File: config.mk
export PLATFORM = sky130hd
export DESIGN_NAME = dct_top
export DESIGN_NICKNAME = d
export VERILOG_FILES = /design/src/dct_pkg.sv /design/src/dct_cos_rom.sv /design/src/dct_engine.sv /design/src/dct_host_regs.sv /design/src/dct_result_store.sv /design/src/dct_top.sv
export SDC_FILE = /design/constraint.sdc
export NUM_CORES = 2
export LEC_CHECK = 0
export BUFFER_PORTS_ARGS = -buffer_cell sky130_fd_sc_hd__buf_2
export CORE_ASPECT_RATIO = 0.9
export CORE_UTILIZATION = 60
export CTS_CLUSTER_SIZE = 24
export DETAILED_ROUTE_END_ITERATION = 10
export GPL_ROUTABILITY_DRIVEN = 1
export PLACE_DENSITY = 0.85
export SETUP_SLACK_MARGIN = 0.02
export SYNTH_ARGS = -nofsm -noshare
export SYNTH_HDL_FRONTEND = slang
export SYNTH_SLANG_ARGS = --single-unit
File: constraint.sdc
create_clock -name Clock -period 27.6 [get_ports Clock]
set_clock_uncertainty 0.2 [all_clocks]
set_input_delay 1.38 -clock Clock [delete_from_list [all_inputs] [get_ports Clock]]
set_output_delay 1.38 -clock Clock [all_outputs]
set_load 0.01 [all_outputs]
File: src/dct_pkg.sv
package dct_pkg;

    localparam int MAX_SIZE  = 32;   // points per transform
    localparam int MAX_POWER = 5;    // log2(MAX_SIZE)
    localparam int NBITS     = 16;   // Q1.15 sample and coefficient width
    localparam int COS_TERMS = 64;   // angles in one full cosine period
    localparam int IDX_W     = 5;    // point index width
    localparam int ACC_W     = 40;   // MAC accumulator width

    // host register map
    typedef enum logic [7:0] {
        ADDR_START = 8'd0,  // write power of two, restart loading
        ADDR_DATA  = 8'd1   // write next sample
    } addr_e;

    typedef enum logic [2:0] {
        IDLE,
        LOAD,    // first cosine lookup in flight
        MAC,
        FINISH,
        WRITE
    } eng_state_e;

    // host sample write toward the engine
    typedef struct packed {
        logic             valid;
        logic [IDX_W-1:0] idx;
        logic [NBITS-1:0] data;
    } sample_wr_t;

    // engine write request into the result store
    typedef struct packed {
        logic             req;
        logic [IDX_W-1:0] idx;
        logic [NBITS-1:0] data;
    } res_wr_t;

    // host read request into the result store
    typedef struct packed {
        logic             req;
        logic [IDX_W-1:0] idx;
    } res_rd_t;

    typedef struct packed {
        logic             ack;
        logic [NBITS-1:0] data;
    } res_rsp_t;

endpackage

File: src/dct_cos_rom.sv
`timescale 1ns/100ps

module dct_cos_rom
    import dct_pkg::*;
(
    input  logic                         Clock,
    input  logic [$clog2(COS_TERMS)-1:0] angle,    // units of pi/32
    output logic signed [NBITS-1:0]      cos_val
);

    logic [$clog2(COS_TERMS)-1:0] folded;       // angle mirrored into 0..pi
    logic [$clog2(COS_TERMS)-2:0] quarter_idx;  // 0..16 covers 0..pi/2
    logic                         negate;
    logic signed [NBITS-1:0]      quarter_val;

    always_comb begin
        if (angle > COS_TERMS / 2)
            folded = 6'(COS_TERMS - angle);  // cos(2pi - x) = cos(x)
        else
            folded = angle;

        if (folded > COS_TERMS / 4) begin
            quarter_idx = 5'(COS_TERMS / 2 - folded);  // cos(pi - x) = -cos(x)
            negate      = 1'b1;
        end else begin
            quarter_idx = 5'(folded);
            negate      = 1'b0;
        end
    end

    // Q15 of cos(pi*i/32), 1.0 clipped to the largest positive code
    always_comb begin
        case (quarter_idx)
            5'd0:    quarter_val = 16'sd32767;
            5'd1:    quarter_val = 16'sd32610;
            5'd2:    quarter_val = 16'sd32138;
            5'd3:    quarter_val = 16'sd31357;
            5'd4:    quarter_val = 16'sd30274;
            5'd5:    quarter_val = 16'sd28899;
            5'd6:    quarter_val = 16'sd27246;
            5'd7:    quarter_val = 16'sd25330;
            5'd8:    quarter_val = 16'sd23170;
            5'd9:    quarter_val = 16'sd20788;
            5'd10:   quarter_val = 16'sd18205;
            5'd11:   quarter_val = 16'sd15447;
            5'd12:   quarter_val = 16'sd12540;
            5'd13:   quarter_val = 16'sd9512;
            5'd14:   quarter_val = 16'sd6393;
            5'd15:   quarter_val = 16'sd3212;
            default: quarter_val = 16'sd0;  // pi/2
        endcase
    end

    always_ff @(posedge Clock) begin
        cos_val <= negate ? -quarter_val : quarter_val;  // one cycle lookup
    end

endmodule

File: src/dct_engine.sv
`timescale 1ns/100ps

module dct_engine
    import dct_pkg::*;
(
    input  logic                         Clock,
    input  logic                         Reset,
    input  sample_wr_t                   sample_wr,
    input  logic                         start,
    input  logic [2:0]                   size_pow,
    output logic [$clog2(COS_TERMS)-1:0] angle,
    input  logic signed [NBITS-1:0]      cos_val,
    output res_wr_t                      wr,
    input  logic                         wr_ack,
    output logic                         busy
);

    eng_state_e state;

    logic signed [NBITS-1:0]          samples [MAX_SIZE];
    logic [2:0]                       pow;
    logic [IDX_W-1:0]                 last;    // size - 1
    logic [IDX_W-1:0]                 k;       // coefficient being built
    logic [IDX_W-1:0]                 n;       // index of the next lookup
    logic [IDX_W-1:0]                 mac_n;   // index matching cos_val
    logic [2*IDX_W-1:0]               nk;
    logic [2*IDX_W+MAX_POWER-1:0]     phase;
    logic signed [2*NBITS-1:0]        product;
    logic signed [ACC_W-1:0]          acc;
    logic signed [ACC_W-1:0]          total;
    logic signed [NBITS-1:0]          coef;
    logic signed [NBITS-1:0]          coef_next;

    assign last = IDX_W'((1 << pow) - 1);

    // angle = n*k*32/size modulo one period
    assign nk    = n * k;
    assign phase = {nk, {MAX_POWER{1'b0}}} >> pow;
    assign angle = phase[$clog2(COS_TERMS)-1:0];

    assign product = samples[mac_n] * cos_val;

    always_ff @(posedge Clock) begin
        if (sample_wr.valid)
            samples[sample_wr.idx] <= sample_wr.data;
    end

    always_ff @(posedge Clock, posedge Reset) begin
        if (Reset) begin
            state <= IDLE;
            pow   <= '0;
            k     <= '0;
            n     <= '0;
            mac_n <= '0;
        end else if (start) begin
            pow   <= size_pow;
            k     <= '0;
            n     <= '0;
            state <= LOAD;
        end else begin
            case (state)
                LOAD: begin
                    n     <= n + 1'b1;
                    mac_n <= '0;
                    state <= MAC;
                end
                MAC: begin
                    n     <= n + 1'b1;
                    mac_n <= mac_n + 1'b1;
                    if (mac_n == last)
                        state <= FINISH;
                end
                FINISH: state <= WRITE;
                WRITE: begin
                    if (wr_ack) begin
                        if (k == last) begin
                            state <= IDLE;
                        end else begin
                            k     <= k + 1'b1;
                            n     <= '0;
                            state <= LOAD;
                        end
                    end
                end
                default: state <= IDLE;
            endcase
        end
    end

    // end samples are added separately as halves
    always_ff @(posedge Clock) begin
        if (state == LOAD)
            acc <= '0;
        else if (state == MAC && mac_n != '0 && mac_n != last)
            acc <= acc + ACC_W'(product);
        if (state == FINISH)
            coef <= coef_next;
    end

    always_comb begin
        total = (acc >>> (NBITS - 1)) + ACC_W'(samples[0] >>> 1);
        if (k[0])
            total = total - ACC_W'(samples[last] >>> 1);  // (-1)^k on the last sample
        else
            total = total + ACC_W'(samples[last] >>> 1);
        if (&total[ACC_W-1:NBITS-1] || ~|total[ACC_W-1:NBITS-1])
            coef_next = total[NBITS-1:0];
        else if (total[ACC_W-1])
            coef_next = {1'b1, {(NBITS - 1){1'b0}}};  // clip negative
        else
            coef_next = {1'b0, {(NBITS - 1){1'b1}}};
    end

    assign wr   = '{req: (state == WRITE), idx: k, data: coef};
    assign busy = (state != IDLE);

    a_wr_idx: assert property (@(posedge Clock) disable iff (Reset)
        wr.req |-> (6'(wr.idx) < (6'd1 << pow)))
        else $error("engine write index %0d beyond transform size", wr.idx);

endmodule

File: src/dct_host_regs.sv
`timescale 1ns/100ps

module dct_host_regs
    import dct_pkg::*;
(
    input  logic             Clock,
    input  logic             Reset,
    input  logic [7:0]       address,
    input  logic             read,
    input  logic             write,
    input  logic [NBITS-1:0] writedata,
    output sample_wr_t       sample_wr,
    output logic             start,
    output logic             clear_valid,
    output logic [2:0]       size_pow,
    output res_rd_t          rd,
    input  res_rsp_t         rsp,
    output logic [NBITS-1:0] readdata,
    output logic             stall
);

    addr_e            addr;
    logic [IDX_W:0]   size;       // 0 until the first start write
    logic [IDX_W-1:0] load_idx;
    logic             loading;    // accepting samples
    logic             start_wr;
    logic             data_wr;
    logic             in_range;
    logic             got;        // current read already answered
    logic             pending;
    logic [NBITS-1:0] held;

    assign addr     = addr_e'(address);
    assign size     = (size_pow == 3'd0) ? '0 : (IDX_W + 1)'(1) << size_pow;
    assign start_wr = write && (addr == ADDR_START) &&
                      (writedata >= 1) && (writedata <= MAX_POWER);
    assign data_wr  = write && (addr == ADDR_DATA) && loading;

    // samples go straight to the engine buffer
    assign sample_wr = '{valid: data_wr, idx: load_idx, data: writedata};

    always_ff @(posedge Clock, posedge Reset) begin
        if (Reset) begin
            size_pow    <= '0;
            load_idx    <= '0;
            loading     <= 1'b0;
            start       <= 1'b0;
            clear_valid <= 1'b0;
        end else begin
            start       <= 1'b0;
            clear_valid <= start_wr;  // store empties one edge later
            if (start_wr) begin
                size_pow <= writedata[2:0];
                load_idx <= '0;
                loading  <= 1'b1;
            end else if (data_wr) begin
                load_idx <= load_idx + 1'b1;
                if ({1'b0, load_idx} == size - 1'b1) begin
                    loading <= 1'b0;   // extra samples dropped until restart
                    start   <= 1'b1;
                end
            end
        end
    end

    // read side
    assign in_range = address < 8'(size);
    assign pending  = read && in_range && !got && !rsp.ack;
    assign rd       = '{req: pending, idx: address[IDX_W-1:0]};
    assign stall    = pending;

    always_ff @(posedge Clock, posedge Reset) begin
        if (Reset)
            got <= 1'b0;
        else if (!read)
            got <= 1'b0;
        else if (rsp.ack)
            got <= 1'b1;  // host may keep read high past the ack
    end

    always_ff @(posedge Clock) begin
        if (rsp.ack)
            held <= rsp.data;
    end

    always_comb begin
        if (read && in_range)
            readdata = rsp.ack ? rsp.data : held;
        else
            readdata = '0;  // out of range reads see zero
    end

    a_start_pulse: assert property (@(posedge Clock) disable iff (Reset)
        start |=> !start)
        else $error("start held for more than one cycle");

endmodule

File: src/dct_result_store.sv
`timescale 1ns/100ps

module dct_result_store
    import dct_pkg::*;
(
    input  logic     Clock,
    input  logic     Reset,
    input  logic     clear_valid,
    input  res_wr_t  wr,
    output logic     wr_ack,
    input  res_rd_t  rd,
    output res_rsp_t rsp
);

    logic [NBITS-1:0]    coef_mem [MAX_SIZE];
    logic [MAX_SIZE-1:0] valid;
    logic                rd_grant;
    logic                ack_q;
    logic [NBITS-1:0]    data_q;

    // a read of a missing entry takes no slot, so the engine can still fill it
    assign rd_grant = rd.req && valid[rd.idx];
    assign wr_ack   = wr.req && !rd_grant;  // host read wins

    always_ff @(posedge Clock, posedge Reset) begin
        if (Reset) begin
            valid <= '0;
            ack_q <= 1'b0;
        end else begin
            ack_q <= rd_grant;
            if (clear_valid)
                valid <= '0;
            else if (wr_ack)
                valid[wr.idx] <= 1'b1;
        end
    end

    always_ff @(posedge Clock) begin
        if (wr_ack)
            coef_mem[wr.idx] <= wr.data;
        if (rd_grant)
            data_q <= coef_mem[rd.idx];
    end

    assign rsp = '{ack: ack_q, data: data_q};

    a_one_access: assert property (@(posedge Clock) disable iff (Reset)
        !(wr_ack && rd_grant))
        else $error("read and write granted together");

    // engine must hold its request steady until accepted
    a_wr_hold: assert property (@(posedge Clock) disable iff (Reset)
        wr.req && !wr_ack |=> wr.req && $stable(wr.idx) && $stable(wr.data))
        else $error("engine dropped or changed a pending write");

endmodule

File: src/dct_top.sv
`timescale 1ns/100ps

module dct_top
    import dct_pkg::*;
(
    input  logic             Clock,
    input  logic             Reset,
    input  logic [7:0]       address,
    input  logic             read,
    input  logic             write,
    input  logic [NBITS-1:0] writedata,
    output logic [NBITS-1:0] readdata,
    output logic             stall
);

    sample_wr_t                   sample_wr;
    logic                         start;
    logic                         clear_valid;
    logic [2:0]                   size_pow;
    res_rd_t                      rd;
    res_rsp_t                     rsp;
    logic [$clog2(COS_TERMS)-1:0] angle;
    logic signed [NBITS-1:0]      cos_val;
    res_wr_t                      wr;
    logic                         wr_ack;

    dct_host_regs u_host_regs (
        .Clock       (Clock),
        .Reset       (Reset),
        .address     (address),
        .read        (read),
        .write       (write),
        .writedata   (writedata),
        .sample_wr   (sample_wr),
        .start       (start),
        .clear_valid (clear_valid),
        .size_pow    (size_pow),
        .rd          (rd),
        .rsp         (rsp),
        .readdata    (readdata),
        .stall       (stall)
    );

    dct_engine u_engine (
        .Clock     (Clock),
        .Reset     (Reset),
        .sample_wr (sample_wr),
        .start     (start),
        .size_pow  (size_pow),
        .angle     (angle),
        .cos_val   (cos_val),
        .wr        (wr),
        .wr_ack    (wr_ack),
        .busy      ()
    );

    dct_cos_rom u_cos_rom (
        .Clock   (Clock),
        .angle   (angle),
        .cos_val (cos_val)
    );

    dct_result_store u_result_store (
        .Clock       (Clock),
        .Reset       (Reset),
        .clear_valid (clear_valid),
        .wr          (wr),
        .wr_ack      (wr_ack),
        .rd          (rd),
        .rsp         (rsp)
    );

endmodule

* Word level (Yosys, flattened, before mapping) *
Memory sizes are Yosys's and may differ from the RTL's. A register that Yosys moved wholly into a read port is not among the register bits.
Index checks and enable logic that the tools add are counted.

storage, ports and cells
  register bits = 154
  bits in writable memories = 1024
  ROM bits = 240
  input bits = 28
  output and inout port bits = 17
  word-level logic and storage cells = 143
  memories kept = 3

memories
  memory                   words  width  read ports  clocked after Yosys merged registers in  wr ports  RTL line                RTL
  u_engine.samples         32     16     3           0                                        1         dct_engine.sv:20        logic signed [NBITS-1:0] samples [MAX_SIZE];
  u_result_store.coef_mem  32     16     1           1                                        1         dct_result_store.sv:15  logic [NBITS-1:0] coef_mem [MAX_SIZE];
  (no name shown)          16     15     1           0                                        0         dct_cos_rom.sv:33       case (quarter_idx)

cells by class
  add/sub/neg operators = 13
  $mul = 2
  $lt $le $gt $ge = 8
  eq/ne operators = 14
  shift operators = 3
  muxes and demuxes = 45
  bitwise operators = 2
  reduce and logical (&&, ||, !) cells = 36

operators with widths
  kind                                                             number
  2-to-1 mux 16 bit                                                6
  2-to-1 mux 32 bit                                                2
  2-to-1 mux 5 bit                                                 10
  adder 40 x 32 -> 40 bit                                          1
  2-to-1 mux 40 bit                                                1
  multiplier 16 x 16 -> 32 bit                                     1
  bitwise OR 32 bit                                                1
  adder 26 x 15 -> 27 bit                                          1
  subtractor 26 x 15 -> 27 bit                                     1
  adder 25 x 15 -> 26 bit                                          1
  AND reduction 25 bit                                             1
  OR reduction 25 bit                                              1
  adder 5 x 1 -> 5 bit, second input constant                      4
  one-hot mux 5 bit (2 select lines)                               2
  >= comparator 16 x 1 -> 1 bit, second input constant             1
  less-or-equal comparator 16 x 3 -> 1 bit, second input constant  1
  2-to-1 mux 1 bit                                                 16
  negator 16 bit                                                   1
  right shift 15 x 3 -> 6 bit                                      1
  logical AND 1 bit                                                13
  less-than comparator 5 x 6 -> 1 bit, second input constant       2
  2-to-1 mux 6 bit                                                 2
  one-hot mux 3 bit (4 select lines)                               1
  nonzero test 2 bit                                               6
  35 further kinds                                                 46

* Depth between registers and ports, before layout *
  depth in word-level cells = 12
  mapped depth = 39
  gate-level depth less buffers = 30

* Hierarchy *
From an unflattened synthesis, not the netlist that was laid out.

unflattened totals
  cells, all modules = 4635
  area total of the unflattened synthesis = 67360.9 um^2

by module, submodules not included
  module            instances  cells an instance  area an instance (um^2)  sequential area each (um^2)
  dct_engine        1          3296               42144.2                  17181.5
  dct_result_store  1          944                21832.2                  16681.0
  dct_cos_rom       1          230                1750.4                   320.3
  dct_host_regs     1          165                1634.1                   620.6

* Worst setup path after synthesis *
No wires, ideal clock.

  path kind = register to register
  start = register u_engine.mac_n[0]
  end = register u_engine.acc[38]
  library setup time = 0.092 ns
  data arrival time = 9.384 ns
  data required time = 27.308 ns
  path slack = 17.924 ns
  stages on the path, launching flop included = 33
  path buffers = 4
  clock period less this slack = 9.676 ns
  cells stage by stage = dfrtp_1 -> clkbuf_1 -> buf_1 -> buf_1 -> mux4_2 -> mux4_2 -> mux2i_1 -> clkbuf_1 -> nor2b_1 -> fa_1 -> inv_1 -> fa_1 -> fa_1 -> inv_1 -> fa_1 -> fa_1 -> inv_1 -> fa_1 -> inv_1 -> ha_1 -> a21o_1 -> a21o_1 -> a21o_1 -> a2111oi_0 -> o21ai_0 -> a221oi_1 -> o211ai_1 -> and3_1 -> or3_1 -> nor2_1 -> o21bai_1 -> and3_1 -> nor4_1

on the way
  cells in the longest elaborated chain, start to end = 3
  elaborated cells between the ends (all ways) = 7
  those cells by class = add/sub: 1; mul: 1; eq/ne: 1; reduce/logical: 3; memory: 1

ends and longest elaborated chain
  item                                                                      RTL line                            RTL
  start: declaration                                                        dct_engine.sv:25                    logic [IDX_W-1:0] mac_n;
  start signal: assignment                                                  dct_engine.sv:69                    mac_n <= mac_n + 1'b1;
  memory (32 x 16 bit) / nonzero test 5 bit (equally long branches)         n/a
  multiplier 16 x 16 -> 32 bit / logical AND 1 bit (equally long branches)  dct_engine.sv:41, dct_engine.sv:94
  adder 40 x 32 -> 40 bit / logical AND 1 bit (equally long branches)       dct_engine.sv:95, dct_engine.sv:94
  end signal: assignment                                                    dct_engine.sv:95                    acc <= acc + ACC_W'(product);
  end: declaration                                                          dct_engine.sv:29                    logic signed [ACC_W-1:0] acc;

Several ways; a longest one is shown, not always the timed one.
A chain may end at the register's enable or synchronous reset.

* Worst setup path in the final report *
Ends and elaborated chain as after synthesis.

==> metrics.md <==
| Metric | Value |
|---|---|
| Outcome | finished clean |
| Tmin final | 10.71 ns |
| CTS tree | done |
| Critical path required time | 28.02 ns |
| Worst setup EP type | register |
| Setup Crit Path Kind | register to register |
| EDFF count, synth | 1056 |
| CP most frequent cell | fa_1 |
| Total wire length | 179000 um |
| Worst setup margin | 16.89 ns |
| WP data arrival | 11.13 ns |
| Worst Tran Pin Value | 1.45 ns |
| Power density cells | 49.5 nW/um^2 |
| Max Freq | 93.4 MHz |
| R2R setup slack | 16.89 ns |
| Seq. cell area | 34800 sq um |
| GR Util met1 | 0.425 |
| Io pins | 45 |
| Leak | 0.0268 uW |
| Final worst path period share | 0.388 |
| Num CTS Buffers | 112 |
| # rows | 115 |
| Number of post-CTS setup repair buffers | 0 |
| Mapped cell area | 66900 sq um |
| Worst r2r src | u_engine.mac_n[0] |
| Multi-input logic area | 29800 sq um |
| Share of cells above drive strength 1 | 0.207 |
| Number of remaining DRC errors | 0 |
| Root Driver | clkbuf_16 |
| Vias | 40800 |
| DP Worst Slack | 16.95 ns |
| Die H | 319 um |
| Max-slew violation count | 0 |
| Most frequent cells in the layout | edfxtp_1 (1056), mux4_2 (457), inv_1 (435) |
| Clk Latency, worst-skew pair | 0.76 ns |
| Layer carrying the most global-route usage | met2 |
| DR vias/cell | 6.80 |
| Global Route Usage Sum | 0.322 |
| Initial core utilization | 0.609 |
| RSZ-0062 raised after global routing | no |
| CTS Hold Bufs | 0 |
| Sequential share of the synthesized area | 0.520 |
| DR pass1 iterations | 6 |
| Final Cell Area | 72800 sq um |
| Port bufs | 44 |
| Number of global-route vias before repair | 42500 |
| Placed cell area | 69100 sq um |
| First-pass GRT wire length | 269000 um |
| Initial antenna violation count | 9 |
| Area growth from synthesis to layout | 8.77% |
| Synth Instances | 4378 |
| Grt met3 use | 0.0636 |
| Final GP Congestion | 0.909 |
| Flops & latches, synth | 1194 |
| Synth Area per Inst | 15.3 sq um |
| Primary FF master, synth | edfxtp_1 |
| CP Capture Point | u_engine.acc[38] |
| Syn Nets | 4948 |
| HPWL Detailed | 109000 um |
| Core ar. | 110000 sq um |
| Finished Layout Cells | 5996 |
| Worst r2r path cells | 29 |
| CP max-delay cell | dfrtp_4 |
| Most common cell after layout, fill and taps aside | edfxtp_1 |
| Async S/R FF share, synth | 0.0553 |
| Final Hold Viols | 0 |
| Layout Nets | 5004 |
| Slew headroom | 0.0318 |
| Ys Warns | 0 |
| Max-cap viol count | 0 |
| FF-to-FF End | u_engine.acc[38] |
| Setup TNS | 0 ns |
| Die Footprint | 113000 sq um |
| DR iter-0 viols | 5384 |
| Bufs on Longest Clock Path | 3 |
| Layout Utilization | 0.662 |
| Worst IR drop on VDD | 61.5 uV |
| Antenna viol nets, final | 0 |
| Slowest Stage Delay on Critical Path | 0.94 ns |
| Crit path from | u_engine.mac_n[0] |
| CTS sink count | 1194 |
| CTS clk-pin slew, worst paths | 0.06 ns |
| Die X | 354 um |
| Fill count | 7093 |
| Htree depth | 3 |
| Max FO, Critical Path | 44 |
| Placed cell count | 5782 |
| GRT overflow | 0 |
| # setup viols final | 0 |
| Post-synthesis cell type count | 89 |
| Post-cts resize count | 0 |
| Met2 Track Usage GR | 0.520 |
| Largest net degree at the start of global routing | 100 |
| Drt wl/cell | 29.9 um |
| Critical Path Source Type | register |
| Hold Path Class | register to register |
where the power goes:
part | switching, uW | internal (uW)
Sequential | 0.279 | 1950
Combinational | 42.8 | 30.2
Clock | 709 | 870
Total | 752 | 2850
Yosys cell counts (all sizes together) (18+ instances only):
master / number / area share
inv: 438 / 0.025
clkbuf: 119 / 0.0067
a21o: 30 / 0.0034
buf: 84 / 0.0075
o21a: 20 / 0.0022
nor2: 230 / 0.013
nand2: 180 / 0.010
nor2b: 154 / 0.014
and2: 49 / 0.0046
fa: 340 / 0.10
mux4: 466 / 0.16
edfxtp: 1056 / 0.47
dfxtp: 72 / 0.022
mux2i: 86 / 0.013
dfrtp: 66 / 0.025
xor2: 59 / 0.0077
nand3: 38 / 0.0028
mux2: 44 / 0.0074
nand2b: 89 / 0.0083
ha: 202 / 0.038
xnor2: 85 / 0.011
o21ai: 81 / 0.0061
nor3: 33 / 0.0025
o31ai: 18 / 0.0022
a21oi: 129 / 0.010
metrics by stage:
step | power, uW | hold WS [ns]
3_3_place_gp | 2060 | 0.245
6_report | 3600 | 0.262
3_5_place_dp | 2060 | 0.252
2_1_floorplan | 2030 | 0.236
5_1_grt | 3670 | 0.285
4_1_cts | 3610 | 0.261
worst min-delay path by stage:
stage                                  end              from  cells after the start  slack, ns
after floorplan            u_engine.acc[9]   u_engine.acc[9]                      2       0.24
after global routing      u_engine.acc[12]  u_engine.acc[12]                      2       0.28
after detailed placement  u_engine.acc[12]  u_engine.acc[12]                      2       0.25
final                     u_engine.acc[12]  u_engine.acc[12]                      2       0.26
after global placement     u_engine.acc[6]   u_engine.acc[6]                      2       0.24
after CTS                 u_engine.acc[12]  u_engine.acc[12]                      2       0.26
kinds of logic after synthesis:
family / synth area share
compound gates: 0.0400
xor+xnor: 0.0190
fa+ha+maj: 0.139
buf+inv: 0.0389
flops: 0.520
mux: 0.178
simple gates: 0.0650
critical path, delay by kind of cell (launching register included):
family	cells	cell delay [ns]
buffers and inverters	5	1.03
AO/OA/AOI/OAI	7	1.85
multiplexers	3	1.64
AND/OR/NAND/NOR	7	1.54
flip-flops	1	0.94
adder cells (fa/ha/maj)	7	3.26
state kept, by name, indices dropped and copies added, names as in the netlist:
name and count:
u_cos_rom.cos_val 16, u_engine.acc 40, u_engine.coef 16, u_engine.k 5
u_engine.mac_n 5, u_engine.n 5, u_engine.pow 3, u_engine.samples 512
u_engine.state 3, u_host_regs.clear_valid 1, u_host_regs.got 1, u_host_regs.held 16
u_host_regs.load_idx 5, u_host_regs.loading 1, u_host_regs.size_pow 3, u_host_regs.start 1
u_result_store.ack_q 1, u_result_store.coef_mem 512, u_result_store.data_q 16, u_result_store.valid 32
area by class of cell:
type | instances | area share
diodes | 5 | 0.000172
clock buffers | 148 | 0.0421
clock inverters | 61 | 0.00888
inverters | 440 | 0.0228
multi-input cells | 2541 | 0.409
flip-flops and latches | 1194 | 0.478
well taps | 1462 | 0.0251
repair buffers | 145 | 0.0140
routing by layer:
metal,wire (um),up-vias
met1,62900,20800
met4,9440,6
met5,36,-
met2,86900,3075
met3,20000,552
li1,-,16300
Power figures use the tool's default switching activity.
